$ cat config.mk
export PLATFORM = sky130hd
export DESIGN_NAME = mmc5_chr_map
export DESIGN_NICKNAME = d
export VERILOG_FILES = /design/src/verilog/mmc5_ppu_pkg.sv /design/src/verilog/mmc5_chr_map.sv
export SDC_FILE = /design/constraint.sdc
export NUM_CORES = 1
export LEC_CHECK = 0
export BUFFER_PORTS_ARGS = -buffer_cell sky130_fd_sc_hd__buf_4
export CAP_MARGIN = 20
export CORE_MARGIN = 2
export CORE_UTILIZATION = 36
export DETAILED_ROUTE_END_ITERATION = 8
export PLACE_DENSITY = 0.85
export SYNTH_ARGS = -nofsm -noshare
export SYNTH_HDL_FRONTEND = slang
export SYNTH_SLANG_ARGS = --single-unit
export TNS_END_PERCENT = 30
$ cat constraint.sdc
create_clock -name vclk -period 2
set_clock_uncertainty 0.2 [all_clocks]
set_input_delay 0.2 -clock vclk [all_inputs]
set_output_delay 0.2 -clock vclk [all_outputs]
set_load 0.02 [all_outputs]
$ cat src/verilog/mmc5_ppu_pkg.sv
// MMC5 PPU-side definitions
`default_nettype none

package mmc5_ppu_pkg;

	typedef logic [13:0] ppu_addr_t;	// PPU address bus
	typedef logic [1:0]  chr_mode_t;
	typedef logic [9:0]  chr_bank_t;	// 1 kB bank, upper bits from $5130
	typedef logic [21:0] chr_out_t;

	// ExRAM modes
	// 0/1 nametable use, writable only in frame
	// 2 CPU RAM, 3 CPU ROM
	typedef logic [1:0] exram_mode_t;
	typedef logic [9:0] exram_addr_t;

	typedef logic [7:0] scanline_t;

	// Scanline detection
	localparam logic [7:0] LAST_SCANLINE  = 8'd239;
	localparam logic [1:0] NT_REPEAT      = 2'd3;	// Identical nametable reads per line end
	localparam logic [1:0] CPU_IDLE_LIMIT = 2'd2;	// Idle CPU cycles before frame ends

	localparam logic [1:0] CHR_ROM_TAG = 2'b10;	// CHR region of the output

endpackage

`default_nettype wire

$ cat src/verilog/mmc5_chr_map.sv
// MMC5 CHR bank and nametable mapping
`timescale 1ns/1ps
`default_nettype none

module mmc5_chr_map (
	input  wire mmc5_ppu_pkg::ppu_addr_t       chr_ain_i,
	input  wire mmc5_ppu_pkg::chr_mode_t       chr_mode_i,
	input  wire mmc5_ppu_pkg::chr_bank_t [7:0] chr_bank_i,
	input  wire [7:0]                          mirroring_i,
	output mmc5_ppu_pkg::chr_out_t             chr_aout_o,
	output logic                               vram_a10_o,
	output logic                               vram_ce_o
);

	mmc5_ppu_pkg::chr_bank_t sel;	// Selected 1 kB bank
	logic [1:0]              nt_field;

	// Larger pages drop low bank bits in favour of address bits
	always_comb begin
		case (chr_mode_i)
			2'd0: begin
				// One 8 kB page
				sel = {chr_bank_i[7][6:0], chr_ain_i[12:10]};
			end
			2'd1: begin
				// Two 4 kB pages from banks 3 and 7
				sel = {chr_bank_i[{chr_ain_i[12], 2'b11}][7:0], chr_ain_i[11:10]};
			end
			2'd2: begin
				// Four 2 kB pages from the odd banks
				sel = {chr_bank_i[{chr_ain_i[12:11], 1'b1}][8:0], chr_ain_i[10]};
			end
			default: begin
				sel = chr_bank_i[chr_ain_i[12:10]];	// Eight 1 kB pages
			end
		endcase
	end

	assign chr_aout_o = {mmc5_ppu_pkg::CHR_ROM_TAG, sel, chr_ain_i[9:0]};

	// Two bits per nametable quadrant
	// 00 VRAM page A, 01 VRAM page B, 1x not routed to VRAM
	assign nt_field = mirroring_i[{chr_ain_i[11:10], 1'b0} +: 2];

	assign vram_a10_o = nt_field[0];
	assign vram_ce_o  = chr_ain_i[13] && !nt_field[1];

endmodule

`default_nettype wire

==> results.yml <==
die:
  boundaryPins: 128
  die_width_um: 60.0
  floorplan.rows: 20
  die-area_sq_um: 3600
  dieHeight_um: 60.0
  floorplan.initialDensity: 0.373
  coreArea_sq_um: 3030
layout:
  multi_input_comb_area_sq_um: 966
  synthToLayoutAreaGrowth_pct: 67.1
  n_sequential_cell: 0
  proportion_of_layout_cells_with_a_drive_suffix_above_1: 0.617
  finish.net_count: 320
  clock_tree_buffer_count_of_the_final_layout: 0
  layout.core_utilization: 0.623
  regArea_sq_um: 0
  n_diodes: 0
  finish.cell_count_without_fillers: 258
  final.fill_count: 273
  finish.instance_area_sq_um: 1890
placed_design:
  detailedPlacementHpwl_um: 3270
  port_buffers: 106
  gp_congestion: 0.799
  place_worst_setup_slack_ns: 0.120
  placement.cell_area_sq_um: 1890
  place.detailed.instances: 258
setup_path:
  crit_path_end_kind: "output pin"
  cpPeakStageDelay_ns: 0.51
  worst_path_max_delay_cell: "sky130_fd_sc_hd__mux4_2"
  sum_of_buffers_and_inverters_on_the_critical_path: 2
  crit_path_frequent_cell: "sky130_fd_sc_hd__buf_4"
  worstPathCellList: "buf_4 > mux4_2 > o22ai_1 > a311oi_1 > a211o_1 > buf_4"
  arrival_ns: 1.48
  timing.critical_path.max_delay_family: "multiplexers"
  setup.worst_path.start_class: "primary input"
  timing.critical_path.fanout_max: 3
  critPathKind: "in -> out"
  data_required_time_at_the_worst_endpoint_ns: 1.60
pwr:
  p_leak_nw: 0.914
  power_density_nw_per_um2: 239
  report.power.total_mw: 0.451
  worst_ir_drop_vdd_mv: 0.149
global_route:
  grt.total_usage: 0.205
  antenna_found_initial: 0
  pin_count_of_the_biggest_net_entering_global_routing: 23
  number_of_global_route_vias_before_repair: 1318
  gr-total-overflow: 0
  grt_pass1_wl_um: 5810
sta:
  drv_slew: 0
  setup-violations-final: 0
  worst_slack_ns: 0.116
  fin_hold_viols: 0
  rsz0062_at_grt: "false"
  timing.fmax_mhz: 531
  setup-tns-final_ns: 0
  min_period_over_period: 0.942
  min_period_ns: 1.88
  timing.hold.ws_ns: 0.200
status:
  outcome: "finished clean"
clock_network:
  postCtsSetupRepairBufs: 0
  post_cts_hold_buffer_count: 0
  ctsResizeCount: 0
detailed_routing:
  vias: 1392
  drt-initial-drc-count: 32
  detailedRoute.firstPassIterationCount: 4
  route.antenna.remaining_nets: 0
  drt-vias-per-instance: 5.40
  route.final.wire_length_um: 3750
  route.detailed.wl_per_inst_um: 14.5
  drc: 0
yosys:
  syn_area_per_cell_sq_um: 9.03
  netlist_instances: 125
  ys_types: 25
  syn_area_sq_um: 1130
  synth-warning-count: 0
  syn_nets: 229
  yosysSeqAreaShare: 0
job:
  timing.max_cap.violations: 0
worst_hold_path:
  hp-class: "in -> out"
[cell usage after synthesis (all sizes together)]
library cell  instances  area share
a211o                 1      0.0078
a211oi                6       0.040
a21oi                 9       0.040
a22oi                 7       0.047
a311oi                2       0.016
and3                  2       0.011
buf                  20        0.13
clkbuf                4       0.013
conb                  2      0.0067
inv                   1      0.0033
mux2                  1       0.010
mux2i                17        0.15
mux4                 19        0.38
nand2                 9       0.030
nand2b                2       0.011
nand3                 1      0.0044
nor2                  8       0.027
nor2b                 5       0.028
nor3                  2      0.0089
o21ai                 4       0.018
o221ai                1      0.0078
o22ai                 2       0.011
[layout by cell type, fill, tap and decap left out, types with 2 or more instances in the layout]
master,synthesis,final
sky130_fd_sc_hd__a211oi_1,6,6
sky130_fd_sc_hd__nor3_1,2,2
sky130_fd_sc_hd__o22ai_1,2,2
sky130_fd_sc_hd__nor2_1,8,8
sky130_fd_sc_hd__nand2_1,9,9
sky130_fd_sc_hd__nor2b_1,5,5
sky130_fd_sc_hd__a311oi_1,2,2
sky130_fd_sc_hd__mux2i_1,17,17
sky130_fd_sc_hd__o21ai_0,4,4
sky130_fd_sc_hd__a22oi_1,7,7
sky130_fd_sc_hd__nand2b_1,2,2
sky130_fd_sc_hd__and3_1,2,2
sky130_fd_sc_hd__buf_4,15,112
sky130_fd_sc_hd__mux4_2,18,18
sky130_fd_sc_hd__a21oi_1,9,9
sky130_fd_sc_hd__conb_1,2,2
[final timing paths]
kind,startpoint,endpoint,slack (ns),cells past startpoint
max,chr_ain_i[11],chr_aout_o[12],0.12,6
min,chr_ain_i[1],chr_aout_o[1],0.20,0
[area by class of cell]
class / instances / share of cell area
timing repair buffer: 113 / 0.457
multi-input combinational: 100 / 0.512
inverter: 1 / 0.00199
tap: 44 / 0.0292
[report_power, final]
part	switching (mW)	internal (mW)
combinational	0.183	0.268
clock	0	0
sequential	0	0
total	0.183	0.268
[cells by family after synthesis]
| group | count (synthesis) | synth area share |
|---|---|---|
| muxes | 37 | 0.543 |
| other | 2 | 0.00665 |
| buffers and inverters | 25 | 0.144 |
| and+or+nand+nor | 29 | 0.120 |
| AOI/OAI and AO/OA | 32 | 0.186 |
[metal layers]
layer  routed length (um)  vias to the layer above  track usage
met5                    0                        -            0
met4                   38                        0       0.0317
met3                  309                        8       0.0216
met2                 1980                       65        0.373
met1                 1420                      658        0.265
li1                     -                      661            -
No activity file was read; power rests on OpenSTA's default activity.
