--- config.mk ---
export PLATFORM = sky130hd
export DESIGN_NAME = mmc5_scanline
export DESIGN_NICKNAME = d
export VERILOG_FILES = /design/src/verilog/mmc5_ppu_pkg.sv /design/src/verilog/mmc5_cpu_pkg.sv /design/src/verilog/mmc5_scanline.sv
export SDC_FILE = /design/constraint.sdc
export NUM_CORES = 1
export LEC_CHECK = 0
export BUFFER_PORTS_ARGS = -buffer_cell sky130_fd_sc_hd__buf_2
export CORE_MARGIN = 3
export CORE_UTILIZATION = 30
export CTS_CLUSTER_DIAMETER = 120
export DETAILED_ROUTE_END_ITERATION = 8
export PLACE_DENSITY = 0.54
export REMOVE_ABC_BUFFERS = 1
export SYNTH_ARGS = -nofsm -noshare
export SYNTH_HDL_FRONTEND = slang
export SYNTH_SLANG_ARGS = --single-unit
export TNS_END_PERCENT = 5
--- constraint.sdc ---
create_clock -name clk -period 1.8 [get_ports clk]
set_input_delay 0.09 -clock clk [delete_from_list [all_inputs] [get_ports clk]]
set_output_delay 0.09 -clock clk [all_outputs]
set_load 0.005 [all_outputs]
--- src/verilog/mmc5_ppu_pkg.sv ---
// MMC5 PPU-side definitions
`default_nettype none

package mmc5_ppu_pkg;

	typedef logic [13:0] ppu_addr_t;	// PPU address bus
	typedef logic [1:0]  chr_mode_t;
	typedef logic [9:0]  chr_bank_t;	// 1 kB bank, upper bits from $5130
	typedef logic [21:0] chr_out_t;

	// ExRAM modes
	// 0/1 nametable use, writable only in frame
	// 2 CPU RAM, 3 CPU ROM
	typedef logic [1:0] exram_mode_t;
	typedef logic [9:0] exram_addr_t;

	typedef logic [7:0] scanline_t;

	// Scanline detection
	localparam logic [7:0] LAST_SCANLINE  = 8'd239;
	localparam logic [1:0] NT_REPEAT      = 2'd3;	// Identical nametable reads per line end
	localparam logic [1:0] CPU_IDLE_LIMIT = 2'd2;	// Idle CPU cycles before frame ends

	localparam logic [1:0] CHR_ROM_TAG = 2'b10;	// CHR region of the output

endpackage

`default_nettype wire

--- src/verilog/mmc5_cpu_pkg.sv ---
// MMC5 CPU-side definitions
`default_nettype none

package mmc5_cpu_pkg;

	typedef logic [15:0] cpu_addr_t;	// CPU address bus
	typedef logic [7:0]  cpu_data_t;
	typedef logic [1:0]  prg_mode_t;
	typedef logic [7:0]  prg_bank_t;	// Bit 7 set selects ROM
	typedef logic [21:0] prg_out_t;

	// Pages decoded from A15-A10
	localparam logic [5:0] REG_PAGE   = 6'b010100;	// $5000-$53FF
	localparam logic [5:0] EXRAM_PAGE = 6'b010111;	// $5C00-$5FFF

	// Register offsets inside REG_PAGE
	localparam logic [9:0] REG_PRG_MODE      = 10'h100;
	localparam logic [9:0] REG_CHR_MODE      = 10'h101;
	localparam logic [9:0] REG_PROTECT1      = 10'h102;
	localparam logic [9:0] REG_PROTECT2      = 10'h103;
	localparam logic [9:0] REG_EXRAM_MODE    = 10'h104;
	localparam logic [9:0] REG_MIRRORING     = 10'h105;
	localparam logic [9:0] REG_PRG_RAM_BANK  = 10'h113;
	localparam logic [9:0] REG_PRG_BANK0     = 10'h114;
	localparam logic [9:0] REG_PRG_BANK1     = 10'h115;
	localparam logic [9:0] REG_PRG_BANK2     = 10'h116;
	localparam logic [9:0] REG_PRG_BANK3     = 10'h117;
	localparam logic [9:0] REG_CHR_BANK_BASE = 10'h120;	// Eight sprite banks
	localparam logic [9:0] REG_CHR_UPPER     = 10'h130;
	localparam logic [9:0] REG_IRQ_SCANLINE  = 10'h203;
	localparam logic [9:0] REG_IRQ_STATUS    = 10'h204;
	localparam logic [9:0] REG_MUL_A         = 10'h205;
	localparam logic [9:0] REG_MUL_B         = 10'h206;

	// Full addresses for read-back
	localparam logic [15:0] ADDR_STATUS  = 16'h5204;
	localparam logic [15:0] ADDR_MUL_LO  = 16'h5205;
	localparam logic [15:0] ADDR_MUL_HI  = 16'h5206;
	localparam logic [15:0] ADDR_NMI_VEC = 16'hFFFA;

	localparam logic [5:0] PRG_RAM_TAG = 6'b111100;	// PRG-RAM region of the output

endpackage

`default_nettype wire
--- src/verilog/mmc5_scanline.sv ---
// MMC5 scanline detector and IRQ
`timescale 1ns/1ps
`default_nettype none

module mmc5_scanline (
	input  wire                           clk,
	input  wire                           rst_n_i,
	input  wire                           ce_i,
	input  wire mmc5_cpu_pkg::cpu_addr_t  prg_ain_i,
	input  wire                           prg_read_i,
	input  wire mmc5_ppu_pkg::ppu_addr_t  chr_ain_i,
	input  wire                           chr_read_i,
	input  wire mmc5_ppu_pkg::scanline_t  irq_scanline_i,
	input  wire                           status_read_i,
	output logic                          in_frame_o,
	output logic                          irq_pending_o
);

	logic                    chr_read_q;
	logic                    read_event;
	logic [11:0]             last_nt_addr_q;
	logic [1:0]              nt_cnt_q;	// Identical nametable reads seen
	logic [1:0]              idle_cnt_q;	// CPU cycles without a PPU read
	mmc5_ppu_pkg::scanline_t scanline_q;
	logic                    in_frame_d_q;
	logic                    pending_clr_q;
	logic                    vector_read;

	assign read_event = chr_read_i && !chr_read_q;

	// NMI vector fetch means the CPU is in vblank
	assign vector_read = ce_i && prg_read_i
		&& {prg_ain_i[15:1], 1'b0} == mmc5_cpu_pkg::ADDR_NMI_VEC;

	always_ff @(posedge clk) begin
		if (!rst_n_i) begin
			chr_read_q     <= 1'b0;
			last_nt_addr_q <= '0;
			nt_cnt_q       <= '0;
			idle_cnt_q     <= '0;
			scanline_q     <= '0;
			in_frame_o     <= 1'b0;
			in_frame_d_q   <= 1'b0;
			irq_pending_o  <= 1'b0;
			pending_clr_q  <= 1'b0;
		end else begin
			chr_read_q   <= chr_read_i;
			in_frame_d_q <= in_frame_o;

			if (read_event) begin
				last_nt_addr_q <= chr_ain_i[11:0];
				if (nt_cnt_q != mmc5_ppu_pkg::NT_REPEAT) begin
					nt_cnt_q <= nt_cnt_q + 2'd1;
				end else if (!in_frame_o) begin
					in_frame_o <= 1'b1;
					scanline_q <= '0;
				end else if (scanline_q == mmc5_ppu_pkg::LAST_SCANLINE) begin
					in_frame_o <= 1'b0;
				end else begin
					scanline_q <= scanline_q + 8'd1;
					if (scanline_q + 8'd1 == irq_scanline_i) begin
						irq_pending_o <= 1'b1;
					end
				end
				// Any other read breaks the run
				if (chr_ain_i[13:12] != 2'b10
						|| (nt_cnt_q != 2'd0 && last_nt_addr_q != chr_ain_i[11:0])) begin
					nt_cnt_q <= '0;
				end
			end

			if (ce_i) begin
				if (chr_read_i) begin
					idle_cnt_q <= '0;
				end else if (in_frame_o) begin
					idle_cnt_q <= idle_cnt_q + 2'd1;
					if (idle_cnt_q == mmc5_ppu_pkg::CPU_IDLE_LIMIT) begin
						in_frame_o <= 1'b0;	// PPU stopped rendering
					end
				end
				if (pending_clr_q) begin
					irq_pending_o <= 1'b0;
					pending_clr_q <= 1'b0;
				end
				if (status_read_i) begin
					pending_clr_q <= 1'b1;
				end
			end

			if (vector_read) begin
				in_frame_o <= 1'b0;
			end

			// Falling edge of in_frame
			if (in_frame_d_q && !in_frame_o) begin
				nt_cnt_q      <= '0;
				idle_cnt_q    <= '0;
				irq_pending_o <= 1'b0;
			end
		end
	end

endmodule

`default_nettype wire

==> results.toml <==
[run_status]
outcome = "finished clean"

[floorplan]
core_area_sq_um = 5303
die_area_sq_um = 6616
initial_core_util = 0.3211
die_h_microns = 81.34
rows = 26
fp.dieW_microns = 81.34
io_pins = 46

[placement]
gp_congestion = 0.8273
hpwlAfterDp_mm = 2.870
dp_slack_ps = 134.5
place.port_buffers = 44
place_inst = 317

[critical_path]
arrival_ps = 1810
cp.required_ps = 1980
worstSetupPathType = "register to register"
start_kind = "register"
worst-path-max-fanout = 6
r2r_slack_ps = 160
reg2regPathDepth = 6
r2r-start = "nt_cnt_q[0]"
r2r_end = "scanline_q[5]"
worst_setup_path_end_kind = "register"

[drt]
vias_per_cell = 4.765
final_antenna_net_count = 0
first_pass_iters = 4
num_vias = 1558
wl_mm = 3.874
drc = 0
wire_per_inst_microns = 11.85
drt-initial-drc-count = 45

[cts]
clock_latency_ps = 280
clock-root-buffer = "clkbuf_8"
clock_sinks = 29
cts_tree = "yes"
cts_buffer_depth = 2
cts_made_buffers = 5
htree_levels = 2
cts.clk_slew.worst_paths_ps = 70
postCtsHoldBufs = 0

[logic_synthesis]
synth_seq_area_share = 0.3409
synth_edf_count = 0
synth_top_area_frac = 0.3409
ys_top_cells_by_count = "nand2_1, dfxtp_1, xnor2_1, a21boi_0, nand3_1"
synth_area_leaders = "dfxtp_1, xnor2_1, nand2_1, a21boi_0, ha_1"
synthDistinctLibCells = 38
synth-async-reset-ratio = 0
syn_avg_cell_area_sq_um = 8.472
yosysWarnings = 0
synthCells = 201
synth.largest_area_cell = "dfxtp_1"
syn_area_sq_um = 1703
synth_most_common_cell = "nand2_1"
yosys_register_bits = 29
synth_flop_cell = "dfxtp_1"

[sta]
min_period_over_period = 0.9088
setup_viol = 0
setup_ws_ps = 164.1
finalCriticalPeriod_ps = 1636
rsz0062_at_grt = "no"
hold_viol = 0
clock_skew_ps = 4.037
fmax_ghz = 0.6113
fin_tns_setup_ps = 0
relSlewSlack = 0.6086
drv_slew = 0
tightest_slew_ps = 580.9

[pwr]
ir_drop_uv = 289.0
leakage_nw = 0.8404
p_per_area_nw_per_um2 = 636.5

[grt]
grt_pass1_vias = 1516
grt.total_usage = 0.1278
grt_start_max_net_pins = 25
grt_pass1_wl_mm = 6.699
overflow = 0
antenna_found_initial = 0

[finish]
syn2layout_area_growth_pct = 25.86
final_nets = 304
stdcell_count = 327
drive_gt1_frac = 0.2802
n_antenna_cell = 0

[worst_hold_path]
whs_endpoint = "last_nt_addr_q[3]"
min_path_type = "input pin to register"
worstHoldStart = "chr_ain_i[3]"
min_path_cells = 3

[job]
max_cap_viol_count = 0
[what timing repair did]
action / in CTS / in global routing
setup buffers: 0 / 1
resized for setup: 0 / 1
endpoints found under the setup margin: 0 / 4
[state kept, by name (all words and copies together) (netlist names)]
signal / cells
scanline_q: 8
in_frame_d_q: 1
in_frame_o: 1
pending_clr_q: 1
idle_cnt_q: 2
nt_cnt_q: 2
irq_pending_o: 1
chr_read_q: 1
last_nt_addr_q: 12
[power by group]
group / switching [mW] / internal [mW]
clock network: 0.261 / 0.266
registers: 0.0117 / 0.660
logic: 0.0756 / 0.0896
total: 0.348 / 1.02
[worst max-delay path: stages (launching register included)]
cell and delay [ps]:
dfxtp_1 400, ha_2 280, nand3b_1 220, a31oi_4 280, buf_4 150, nand3_1 60
o211a_1 130
[per-layer routing]
| layer | part of all wire | vias to the layer above | GRT usage |
|---|---|---|---|
| li1 | - | 815 | - |
| met1 | 0.48 | 706 | 0.1647 |
| met2 | 0.46 | 28 | 0.2085 |
| met3 | 0.044 | 9 | 0.03104 |
| met4 | 0.017 | 0 | 0.04054 |
| met5 | 0 | - | 0 |
[per-stage QoR]
stage	instance area, sq um	total power, mW	hold slack [ps]	utilization
2_1_floorplan	1659	0.7696	207.7	-
3_3_place_gp	2034	0.8530	355.6	0.3837
3_5_place_dp	2034	0.8547	366.2	0.3837
4_1_cts	2121	1.388	65.81	0.4000
5_1_grt	2143	1.439	79.85	0.4042
6_report	2143	1.364	71.20	0.4042
[layout by cell type, fill, tap and decap left out, types with 2 or more instances in the layout]
cell,count
xor2_1,4
ha_1,3
clkbuf_8,5
nand3_1,9
dfxtp_1,29
and3_1,2
o21ai_0,7
nand3b_1,3
nand2b_1,3
a21boi_0,15
clkinv_2,2
a21o_1,2
buf_2,44
and2_1,4
mux2i_1,2
nor2_1,5
nor3_1,6
and4b_1,2
inv_1,6
and3_2,2
a21oi_1,8
xnor2_1,20
nor2b_1,4
nor4_1,6
nand4_1,5
buf_4,10
nand2_1,32
o21a_1,3
[how the worst max path moves through the flow]
stage,from,end,slack (ps),cells past startpoint
after floorplan,scanline_q[0],irq_pending_o,260,6
after global placement,nt_cnt_q[0],scanline_q[2],160,6
after detailed placement,nt_cnt_q[0],scanline_q[3],130,6
after CTS,nt_cnt_q[0],scanline_q[2],120,6
after global routing,nt_cnt_q[0],scanline_q[2],8,6
final,nt_cnt_q[0],scanline_q[5],160,6
[kinds of logic (layout without fill, tap and decap cells)]
family          after synthesis  after routing  share of synthesized area
simple gates                 89             89                     0.2866
compound gates               39             40                     0.1594
flops                        29             29                     0.3409
xor+xnor                     25             25                     0.1330
buf+inv                      13             68                    0.03894
fa+ha+maj                     4              4                    0.02939
mux                           2              2                    0.01176
[final cells by class]
class                           count  area (sq um)
Fill cell                         552          3159
Multi-Input combinational cell    160          1071
Sequential cell                    29         580.6
Timing Repair Buffer               54         295.3
Tap cell                           70         87.58
Clock buffer                        5         68.82
Inverter                            6         22.52
Clock inverter                      3         17.52
No activity file was read; power rests on OpenSTA's default activity.
