===== config.mk =====
export PLATFORM = sky130hd
export DESIGN_NAME = mmc5_regs
export DESIGN_NICKNAME = d
export VERILOG_FILES = /design/src/verilog/mmc5_ppu_pkg.sv /design/src/verilog/mmc5_cpu_pkg.sv /design/src/verilog/mmc5_regs.sv
export SDC_FILE = /design/constraint.sdc
export NUM_CORES = 1
export LEC_CHECK = 0
export BUFFER_PORTS_ARGS = -buffer_cell sky130_fd_sc_hd__buf_4
export CAP_MARGIN = 20
export CELL_PAD_IN_SITES_DETAIL_PLACEMENT = 1
export CELL_PAD_IN_SITES_GLOBAL_PLACEMENT = 2
export CORE_MARGIN = 2
export CORE_UTILIZATION = 25
export CTS_CLUSTER_DIAMETER = 200
export DETAILED_ROUTE_END_ITERATION = 10
export GPL_ROUTABILITY_DRIVEN = 0
export GPL_TIMING_DRIVEN = 0
export PLACE_DENSITY_LB_ADDON = 0.25
export SYNTH_ARGS = -nofsm -noshare
export SYNTH_HDL_FRONTEND = slang
export SYNTH_SLANG_ARGS = --single-unit

===== constraint.sdc =====
create_clock -name clk -period 6.2 [get_ports clk]
set_input_delay 0.93 -clock clk [delete_from_list [all_inputs] [get_ports clk]]
set_output_delay 0.93 -clock clk [all_outputs]
set_load 0.02 [all_outputs]

===== src/verilog/mmc5_ppu_pkg.sv =====
// MMC5 PPU-side definitions
`default_nettype none

package mmc5_ppu_pkg;

	typedef logic [13:0] ppu_addr_t;	// PPU address bus
	typedef logic [1:0]  chr_mode_t;
	typedef logic [9:0]  chr_bank_t;	// 1 kB bank, upper bits from $5130
	typedef logic [21:0] chr_out_t;

	// ExRAM modes
	// 0/1 nametable use, writable only in frame
	// 2 CPU RAM, 3 CPU ROM
	typedef logic [1:0] exram_mode_t;
	typedef logic [9:0] exram_addr_t;

	typedef logic [7:0] scanline_t;

	// Scanline detection
	localparam logic [7:0] LAST_SCANLINE  = 8'd239;
	localparam logic [1:0] NT_REPEAT      = 2'd3;	// Identical nametable reads per line end
	localparam logic [1:0] CPU_IDLE_LIMIT = 2'd2;	// Idle CPU cycles before frame ends

	localparam logic [1:0] CHR_ROM_TAG = 2'b10;	// CHR region of the output

endpackage

`default_nettype wire


===== src/verilog/mmc5_cpu_pkg.sv =====
// MMC5 CPU-side definitions
`default_nettype none

package mmc5_cpu_pkg;

	typedef logic [15:0] cpu_addr_t;	// CPU address bus
	typedef logic [7:0]  cpu_data_t;
	typedef logic [1:0]  prg_mode_t;
	typedef logic [7:0]  prg_bank_t;	// Bit 7 set selects ROM
	typedef logic [21:0] prg_out_t;

	// Pages decoded from A15-A10
	localparam logic [5:0] REG_PAGE   = 6'b010100;	// $5000-$53FF
	localparam logic [5:0] EXRAM_PAGE = 6'b010111;	// $5C00-$5FFF

	// Register offsets inside REG_PAGE
	localparam logic [9:0] REG_PRG_MODE      = 10'h100;
	localparam logic [9:0] REG_CHR_MODE      = 10'h101;
	localparam logic [9:0] REG_PROTECT1      = 10'h102;
	localparam logic [9:0] REG_PROTECT2      = 10'h103;
	localparam logic [9:0] REG_EXRAM_MODE    = 10'h104;
	localparam logic [9:0] REG_MIRRORING     = 10'h105;
	localparam logic [9:0] REG_PRG_RAM_BANK  = 10'h113;
	localparam logic [9:0] REG_PRG_BANK0     = 10'h114;
	localparam logic [9:0] REG_PRG_BANK1     = 10'h115;
	localparam logic [9:0] REG_PRG_BANK2     = 10'h116;
	localparam logic [9:0] REG_PRG_BANK3     = 10'h117;
	localparam logic [9:0] REG_CHR_BANK_BASE = 10'h120;	// Eight sprite banks
	localparam logic [9:0] REG_CHR_UPPER     = 10'h130;
	localparam logic [9:0] REG_IRQ_SCANLINE  = 10'h203;
	localparam logic [9:0] REG_IRQ_STATUS    = 10'h204;
	localparam logic [9:0] REG_MUL_A         = 10'h205;
	localparam logic [9:0] REG_MUL_B         = 10'h206;

	// Full addresses for read-back
	localparam logic [15:0] ADDR_STATUS  = 16'h5204;
	localparam logic [15:0] ADDR_MUL_LO  = 16'h5205;
	localparam logic [15:0] ADDR_MUL_HI  = 16'h5206;
	localparam logic [15:0] ADDR_NMI_VEC = 16'hFFFA;

	localparam logic [5:0] PRG_RAM_TAG = 6'b111100;	// PRG-RAM region of the output

endpackage

`default_nettype wire

===== src/verilog/mmc5_regs.sv =====
// MMC5 register file
`timescale 1ns/1ps
`default_nettype none

module mmc5_regs (
	input  wire                                 clk,
	input  wire                                 rst_n_i,
	input  wire                                 ce_i,
	input  wire mmc5_cpu_pkg::cpu_addr_t        prg_ain_i,
	input  wire mmc5_cpu_pkg::cpu_data_t        prg_din_i,
	input  wire                                 prg_read_i,
	input  wire                                 prg_write_i,
	input  wire                                 in_frame_i,
	input  wire                                 irq_pending_i,
	input  wire mmc5_cpu_pkg::cpu_data_t        exram_rd_data_i,
	output mmc5_cpu_pkg::prg_mode_t             prg_mode_o,
	output mmc5_cpu_pkg::prg_bank_t [3:0]       prg_bank_o,
	output logic [2:0]                          prg_ram_bank_o,
	output logic                                ram_we_ok_o,
	output mmc5_ppu_pkg::chr_mode_t             chr_mode_o,
	output mmc5_ppu_pkg::chr_bank_t [7:0]       chr_bank_o,
	output logic [7:0]                          mirroring_o,
	output mmc5_ppu_pkg::exram_mode_t           exram_mode_o,
	output mmc5_ppu_pkg::scanline_t             irq_scanline_o,
	output logic                                irq_enable_o,
	output logic                                status_read_o,
	output mmc5_cpu_pkg::cpu_data_t             prg_dout_o,
	output logic                                prg_bus_drive_o
);

	mmc5_cpu_pkg::prg_bank_t [2:0] prg_bank_q;
	logic [6:0]                    prg_bank3_q;	// Always ROM
	logic [1:0]                    protect1_q;
	logic [1:0]                    protect2_q;
	logic [1:0]                    chr_upper_q;
	mmc5_cpu_pkg::cpu_data_t       mul_a_q;
	mmc5_cpu_pkg::cpu_data_t       mul_b_q;
	logic [15:0]                   product;
	logic                          reg_write;

	assign reg_write = ce_i && prg_write_i && prg_ain_i[15:10] == mmc5_cpu_pkg::REG_PAGE;

	always_ff @(posedge clk) begin
		if (!rst_n_i) begin
			prg_mode_o     <= 2'd3;
			prg_bank_q     <= '0;
			prg_bank3_q    <= 7'h7F;
			prg_ram_bank_o <= '0;
			protect1_q     <= '0;
			protect2_q     <= '0;
			chr_mode_o     <= '0;
			chr_bank_o     <= '0;
			chr_upper_q    <= '0;
			mirroring_o    <= '0;
			exram_mode_o   <= '0;
			irq_scanline_o <= '0;
			irq_enable_o   <= 1'b0;
			mul_a_q        <= '0;
			mul_b_q        <= '0;
		end else if (reg_write) begin
			case (prg_ain_i[9:0])
				mmc5_cpu_pkg::REG_PRG_MODE:     prg_mode_o     <= prg_din_i[1:0];
				mmc5_cpu_pkg::REG_CHR_MODE:     chr_mode_o     <= prg_din_i[1:0];
				mmc5_cpu_pkg::REG_PROTECT1:     protect1_q     <= prg_din_i[1:0];
				mmc5_cpu_pkg::REG_PROTECT2:     protect2_q     <= prg_din_i[1:0];
				mmc5_cpu_pkg::REG_EXRAM_MODE:   exram_mode_o   <= prg_din_i[1:0];
				mmc5_cpu_pkg::REG_MIRRORING:    mirroring_o    <= prg_din_i;
				mmc5_cpu_pkg::REG_PRG_RAM_BANK: prg_ram_bank_o <= prg_din_i[2:0];
				mmc5_cpu_pkg::REG_PRG_BANK0:    prg_bank_q[0]  <= prg_din_i;
				mmc5_cpu_pkg::REG_PRG_BANK1:    prg_bank_q[1]  <= prg_din_i;
				mmc5_cpu_pkg::REG_PRG_BANK2:    prg_bank_q[2]  <= prg_din_i;
				mmc5_cpu_pkg::REG_PRG_BANK3:    prg_bank3_q    <= prg_din_i[6:0];
				mmc5_cpu_pkg::REG_CHR_UPPER:    chr_upper_q    <= prg_din_i[1:0];
				mmc5_cpu_pkg::REG_IRQ_SCANLINE: irq_scanline_o <= prg_din_i;
				mmc5_cpu_pkg::REG_IRQ_STATUS:   irq_enable_o   <= prg_din_i[7];
				mmc5_cpu_pkg::REG_MUL_A:        mul_a_q        <= prg_din_i;
				mmc5_cpu_pkg::REG_MUL_B:        mul_b_q        <= prg_din_i;
				default: begin
					// Sprite bank set $5120-$5127 takes the latched upper bits
					if (prg_ain_i[9:3] == mmc5_cpu_pkg::REG_CHR_BANK_BASE[9:3]) begin
						chr_bank_o[prg_ain_i[2:0]] <= {chr_upper_q, prg_din_i};
					end
				end
			endcase
		end
	end

	assign prg_bank_o  = {{1'b1, prg_bank3_q}, prg_bank_q[2], prg_bank_q[1], prg_bank_q[0]};
	assign ram_we_ok_o = protect1_q == 2'b10 && protect2_q == 2'b01;

	assign product = mul_a_q * mul_b_q;	// Unsigned 8x8

	// Status read clears IRQ pending in the scanline block
	assign status_read_o = ce_i && prg_read_i && prg_ain_i == mmc5_cpu_pkg::ADDR_STATUS;

	always_comb begin
		prg_dout_o      = 8'hFF;	// Open bus
		prg_bus_drive_o = 1'b1;
		if (prg_ain_i[15:10] == mmc5_cpu_pkg::EXRAM_PAGE && exram_mode_o[1]) begin
			prg_dout_o = exram_rd_data_i;
		end else if (prg_ain_i == mmc5_cpu_pkg::ADDR_STATUS) begin
			prg_dout_o = {irq_pending_i, in_frame_i, 6'b111111};
		end else if (prg_ain_i == mmc5_cpu_pkg::ADDR_MUL_LO) begin
			prg_dout_o = product[7:0];
		end else if (prg_ain_i == mmc5_cpu_pkg::ADDR_MUL_HI) begin
			prg_dout_o = product[15:8];
		end else begin
			prg_bus_drive_o = 1'b0;
		end
	end

endmodule

`default_nettype wire


==> results list <==
- The slowest stage of the critical path is the sky130_fd_sc_hd__fa_1 cell.
* Met3 routed WL: ~1500 microns
- After detailed routing, the number of remaining DRC violations is 0.
- Part of the total power dissipated in combinational logic: 0.043
* Sinks on the clock net: about 160
* Filler Cells Inserted: 3963
- After detailed placement, the design holds a cell count of ~1600.
- Met2 routed WL: 15300 microns
- Critical Path Source Type: flop
* Yosys warns: 0
- In this run the mean area of a mapped cell was roughly 8.7 sq um.
- Relative contribution of the clock network to total power: 0.506
- The number of buffers and inverters on the critical path is 3.
* Area used by sequential logic in the layout: around 3200 sq um
- Data arrival time of the critical path: about 5 ns
- Number of flops mapped to enable cells by yosys: 0
* Max-cap violations: 0
- Number of antenna violations at the first check in global routing: 0
- The first global-routing pass estimated roughly 46000 microns of wire.
- For the final database, setup skew stands at a little over 0.01 ns.
- Vias in the first global route: roughly 7800
- Headroom to the max-slew limit came out at 0.278.
- Sequential fraction of the synthesis area: 0.373
* Sequential share of power: 0.451
* Gr ovfl total: 0
* Maximum ir drop on the vdd rail: between 0.0001 and 0.00015 V
- Post-route ant nets: 0
- Area of the placeable core: ~34000 sq um
- Clock tree synthesis inserted a total of 17 buffers.
- Clock tree root driver cell: sky130_fd_sc_hd__clkbuf_16
- Met1 wire length: 12900 microns
- In the final design database the tool counted approximately 1300 nets.
- Die Span X: 189 microns
* Internal power consumption: 1710 uW
* Clock tree from TritonCTS: yes
- Utilization after layout: 0.330
* Dominant synthesized flop cell: sky130_fd_sc_hd__dfxtp_1
- Setup violations, final: 0
- Fraction of power spent switching nets: 0.245
- The tightest min-delay check is of the flop to flop type.
- Delay of the slowest cell on the worst path: about 0.55 ns
- Flop2flop setup slack: 5.01 ns
- After technology mapping, the gate count stands at around 980.
- Effective utilization at floorplan: 0.254
- For this design the static power due to leakage is about 0.0046 uW.
- In the routed layout, each cell is associated on average with a via count of ~4.5.
* Combinational family with the most area after synthesis: simple AND/OR/NAND/NOR gates
* Via count of the routed design: roughly 7400
- The clock passes through at most 2 buffers.
* Std-Cell Rows: 67
- The worst setup path is captured at an output port.
- ANT cells: 0
- Broken down by cell family, the worst path's largest delay share belongs to adder cells.
- First-iteration detailed-routing DRC count: between 200 and 250
- Worst hold stages: 2
* Required time of the critical path: between 5 and 6 ns
- The die is about 190 microns tall.
- Largest net degree at the start of global routing: 17
* CP Cell Sequence: and2_1, fa_1, fa_1, fa_1, inv_1, fa_1, inv_1, ha_1, a21oi_1, o2bb2ai_1, or3_1, o221ai_1, o22ai_1, a311oi_1, buf_4
- Measured in cells, the most critical reg-to-reg path has a length of 3.
* Result of the run: finished, final reports clean
- The endpoint identified for the worst register-to-register timing path is chr_bank_o[68]$_SDFFE_PN0P_.
- Actual transition at the worst max-transition pin: between 1 and 1.5 ns
* Most common cell after layout, fill and taps aside: sky130_fd_sc_hd__nand2_1
* Count of hold-fix buffers inserted at cts: 0
* Detailed-routing iteration count for the pre-antenna-repair pass: 4
- Fraction of the mapped netlist area in compound gates: 0.138
* Count of buffers inserted at the top-level ports: 180
- The later pin in the worst-skew pair is clocked with a latency of around 0.43 ns.
- The multi-input combinational cells in the finished layout cover a total of between 4000 and 5000 sq um.
* Share of cells above drive strength 1: 0.211
* Category of the most critical setup path: flop to output port
- For this run, the top clock speed supported by timing is 169 MHz.
- Critical Path Most Common Cell: sky130_fd_sc_hd__fa_1
- CTS clk-pin slew, worst paths: 0.07 ns
- Count of state elements after synthesis: approximately 160
- Of all flip-flops after synthesis, the portion carrying an async set or reset was 0.
- Cell variety after synth: between 50 and 60
- The die covers between 30000 and 40000 sq um.
- The number of hold violations in the final report is 0.
- The completed layout was analyzed and its total power is approximately 2300 uW.
- Final worst-path cycle share: 0.957
- Total Routed Length: about 30000 microns
* Areal power density over the cells: between 200 and 250 nW/um^2
- After detailed routing, the average wire length per cell comes to 18.3 microns.
- Buffers inserted during post-CTS setup optimization: 0
- Of the total synthesized cell area, the portion taken by full adders, half adders and majority gates is 0.137.
* Most used cells in the layout excluding fill and tap cells: sky130_fd_sc_hd__nand2_1 (275), sky130_fd_sc_hd__buf_4 (181), sky130_fd_sc_hd__dfxtp_1 (145), sky130_fd_sc_hd__a21boi_0 (82), sky130_fd_sc_hd__and2_1 (51)
* I/O pin count: 188
* Portion of netlist area occupied by mux cells: 0.0492
- Compared with the post-synthesis result, the final layout area differs by 30.0%.
* Post-synthesis cell area: 8540 sq um
* Hold Crit Endpoint: chr_bank_o[21]$_SDFFE_PN0P_
* Switching pwr: about 550 uW
- Of the total synthesized cell area, the portion taken by AND, OR, NAND and NOR gates is 0.247.
- Of the total synthesized cell area, the portion taken by XOR and XNOR cells is 0.0103.
- The clock period could shrink to 5.93 ns.
- For this run, the total global-route usage over all layers was measured as 0.170.
- Summed over all nets, the half-perimeter wirelength after detailed placement is roughly 22000 microns.
- The number of max-slew violations in the final report is 0.
- Layout Cells excl Fill: 1640
- The startpoint identified for the worst hold timing path is chr_bank_o[21]$_SDFFE_PN0P_.
- Deepest level of the CTS H-tree: 4
- Total nets after synthesis: 1092
* Worst r2r src: chr_upper_q[0]$_SDFFE_PN0P_
- The highest metal layer carrying signal wires in the routed design is met4.
- Peak fanout along the critical path: 9
registers in the layout (all words and copies together) (netlist names), 3 cells and up:
name,flops
chr_bank_o,80
prg_bank_o,24
irq_scanline_o,8
mirroring_o,8
mul_a_q,8
mul_b_q,8
prg_bank3_q,7
prg_ram_bank_o,3
cell usage after synthesis, types with 3 or more instances:
master	instances	share of area
sky130_fd_sc_hd__nor3_1	3	0.0018
sky130_fd_sc_hd__nor2_1	18	0.0079
sky130_fd_sc_hd__dfxtp_1	159	0.37
sky130_fd_sc_hd__inv_1	49	0.022
sky130_fd_sc_hd__and3_1	3	0.0022
sky130_fd_sc_hd__nor2b_1	39	0.029
sky130_fd_sc_hd__a21oi_1	12	0.0070
sky130_fd_sc_hd__nand2_1	275	0.12
sky130_fd_sc_hd__o22ai_1	6	0.0044
sky130_fd_sc_hd__or3_1	5	0.0037
sky130_fd_sc_hd__mux2i_1	42	0.049
sky130_fd_sc_hd__a31oi_1	3	0.0022
sky130_fd_sc_hd__buf_2	9	0.0053
sky130_fd_sc_hd__nor2_8	3	0.0070
sky130_fd_sc_hd__nand4_1	3	0.0022
sky130_fd_sc_hd__a21boi_1	35	0.031
sky130_fd_sc_hd__xnor2_1	4	0.0041
sky130_fd_sc_hd__fa_1	36	0.084
sky130_fd_sc_hd__xor2_1	6	0.0062
sky130_fd_sc_hd__ha_1	36	0.053
sky130_fd_sc_hd__a21o_1	5	0.0044
sky130_fd_sc_hd__nand2b_1	4	0.0029
sky130_fd_sc_hd__nand3_1	12	0.0070
sky130_fd_sc_hd__and2_1	51	0.037
sky130_fd_sc_hd__o21ai_0	4	0.0023
sky130_fd_sc_hd__clkbuf_1	38	0.017
sky130_fd_sc_hd__or2_2	3	0.0022
sky130_fd_sc_hd__a21boi_0	82	0.072
power groups by stage:
| stage | Clock [uW] | Combinational [uW] | Sequential, uW |
|---|---|---|---|
| floorplan | 0 | 45.1 | 1040 |
| detailed placement | 0 | 99.9 | 1040 |
| global route | 1210 | 105 | 1020 |
| global placement | 0 | 99.8 | 1040 |
| finish | 1150 | 97.1 | 1020 |
| CTS | 1180 | 100 | 1020 |
worst register-to-register path: stages, from the launching register on:
cell and delay [ns]:
sky130_fd_sc_hd__dfxtp_1 0.31, sky130_fd_sc_hd__clkbuf_1 0.51, sky130_fd_sc_hd__nand2_1 0.11, sky130_fd_sc_hd__a21boi_0 0.19
metrics by stage:
stage               area [sq um]  setup WS [ns]  setup TNS (ns)  hold WS [ns]
floorplan                   8540          0.796               0         0.477
global placement           10500          0.414               0         0.438
global route               11100        -0.0323         -0.0323         0.476
detailed placement         10500          0.384               0         0.447
finish                     11100          0.267               0         0.455
CTS                        11100         0.0387               0         0.457
repair_timing:
| action | CTS | global route |
|---|---|---|
| pin swaps | 0 | 0 |
| gates resized for setup | 2 | 15 |
| endpoints found under the setup margin | 1 | 2 |
worst max path at each step:
| stage | startpoint | to | slack, ns | depth (start not counted) |
|---|---|---|---|---|
| after floorplan | mul_a_q[5]$_SDFFE_PN0P_ | prg_dout_o[7] | 0.80 | 15 |
| after global placement | mul_a_q[0]$_SDFFE_PN0P_ | prg_dout_o[7] | 0.41 | 16 |
| after detailed placement | mul_a_q[5]$_SDFFE_PN0P_ | prg_dout_o[7] | 0.38 | 15 |
| after CTS | mul_a_q[4]$_SDFFE_PN0P_ | prg_dout_o[7] | 0.04 | 16 |
| after global routing | mul_b_q[7]$_SDFFE_PN0P_ | prg_dout_o[7] | -0.03 | 15 |
| final | mul_a_q[2]$_SDFFE_PN0P_ | prg_dout_o[7] | 0.27 | 15 |
area by class of cell:
type / count / area share
Buffer: 48 / 0.0182
Clock inverter: 14 / 0.0179
Inverter: 49 / 0.0166
Tap cell: 448 / 0.0505
Clock buffer: 18 / 0.0386
Timing Repair Buffer: 180 / 0.122
Sequential cell: 159 / 0.289
Multi-Input combinational cell: 724 / 0.448
metal layers:
| layer | vias up | global-route usage |
|---|---|---|
| met5 | - | 0 |
| li1 | 3596 | - |
| met3 | 18 | 0.0462 |
| met1 | 3646 | 0.201 |
| met4 | 0 | 0.0364 |
| met2 | 107 | 0.308 |
kinds of logic (layout without fill, tap and decap cells):
| family | Yosys count | in the layout |
|---|---|---|
| buffers and inverters | 98 | 309 |
| flip-flops | 159 | 159 |
| multiplexers | 42 | 42 |
| AND/OR/NAND/NOR | 437 | 437 |
| other | 1 | 1 |
| XOR/XNOR | 10 | 10 |
| adder cells (fa/ha/maj) | 72 | 72 |
| AO/OA/AOI/OAI | 162 | 162 |
Power figures use the tool's default switching activity.
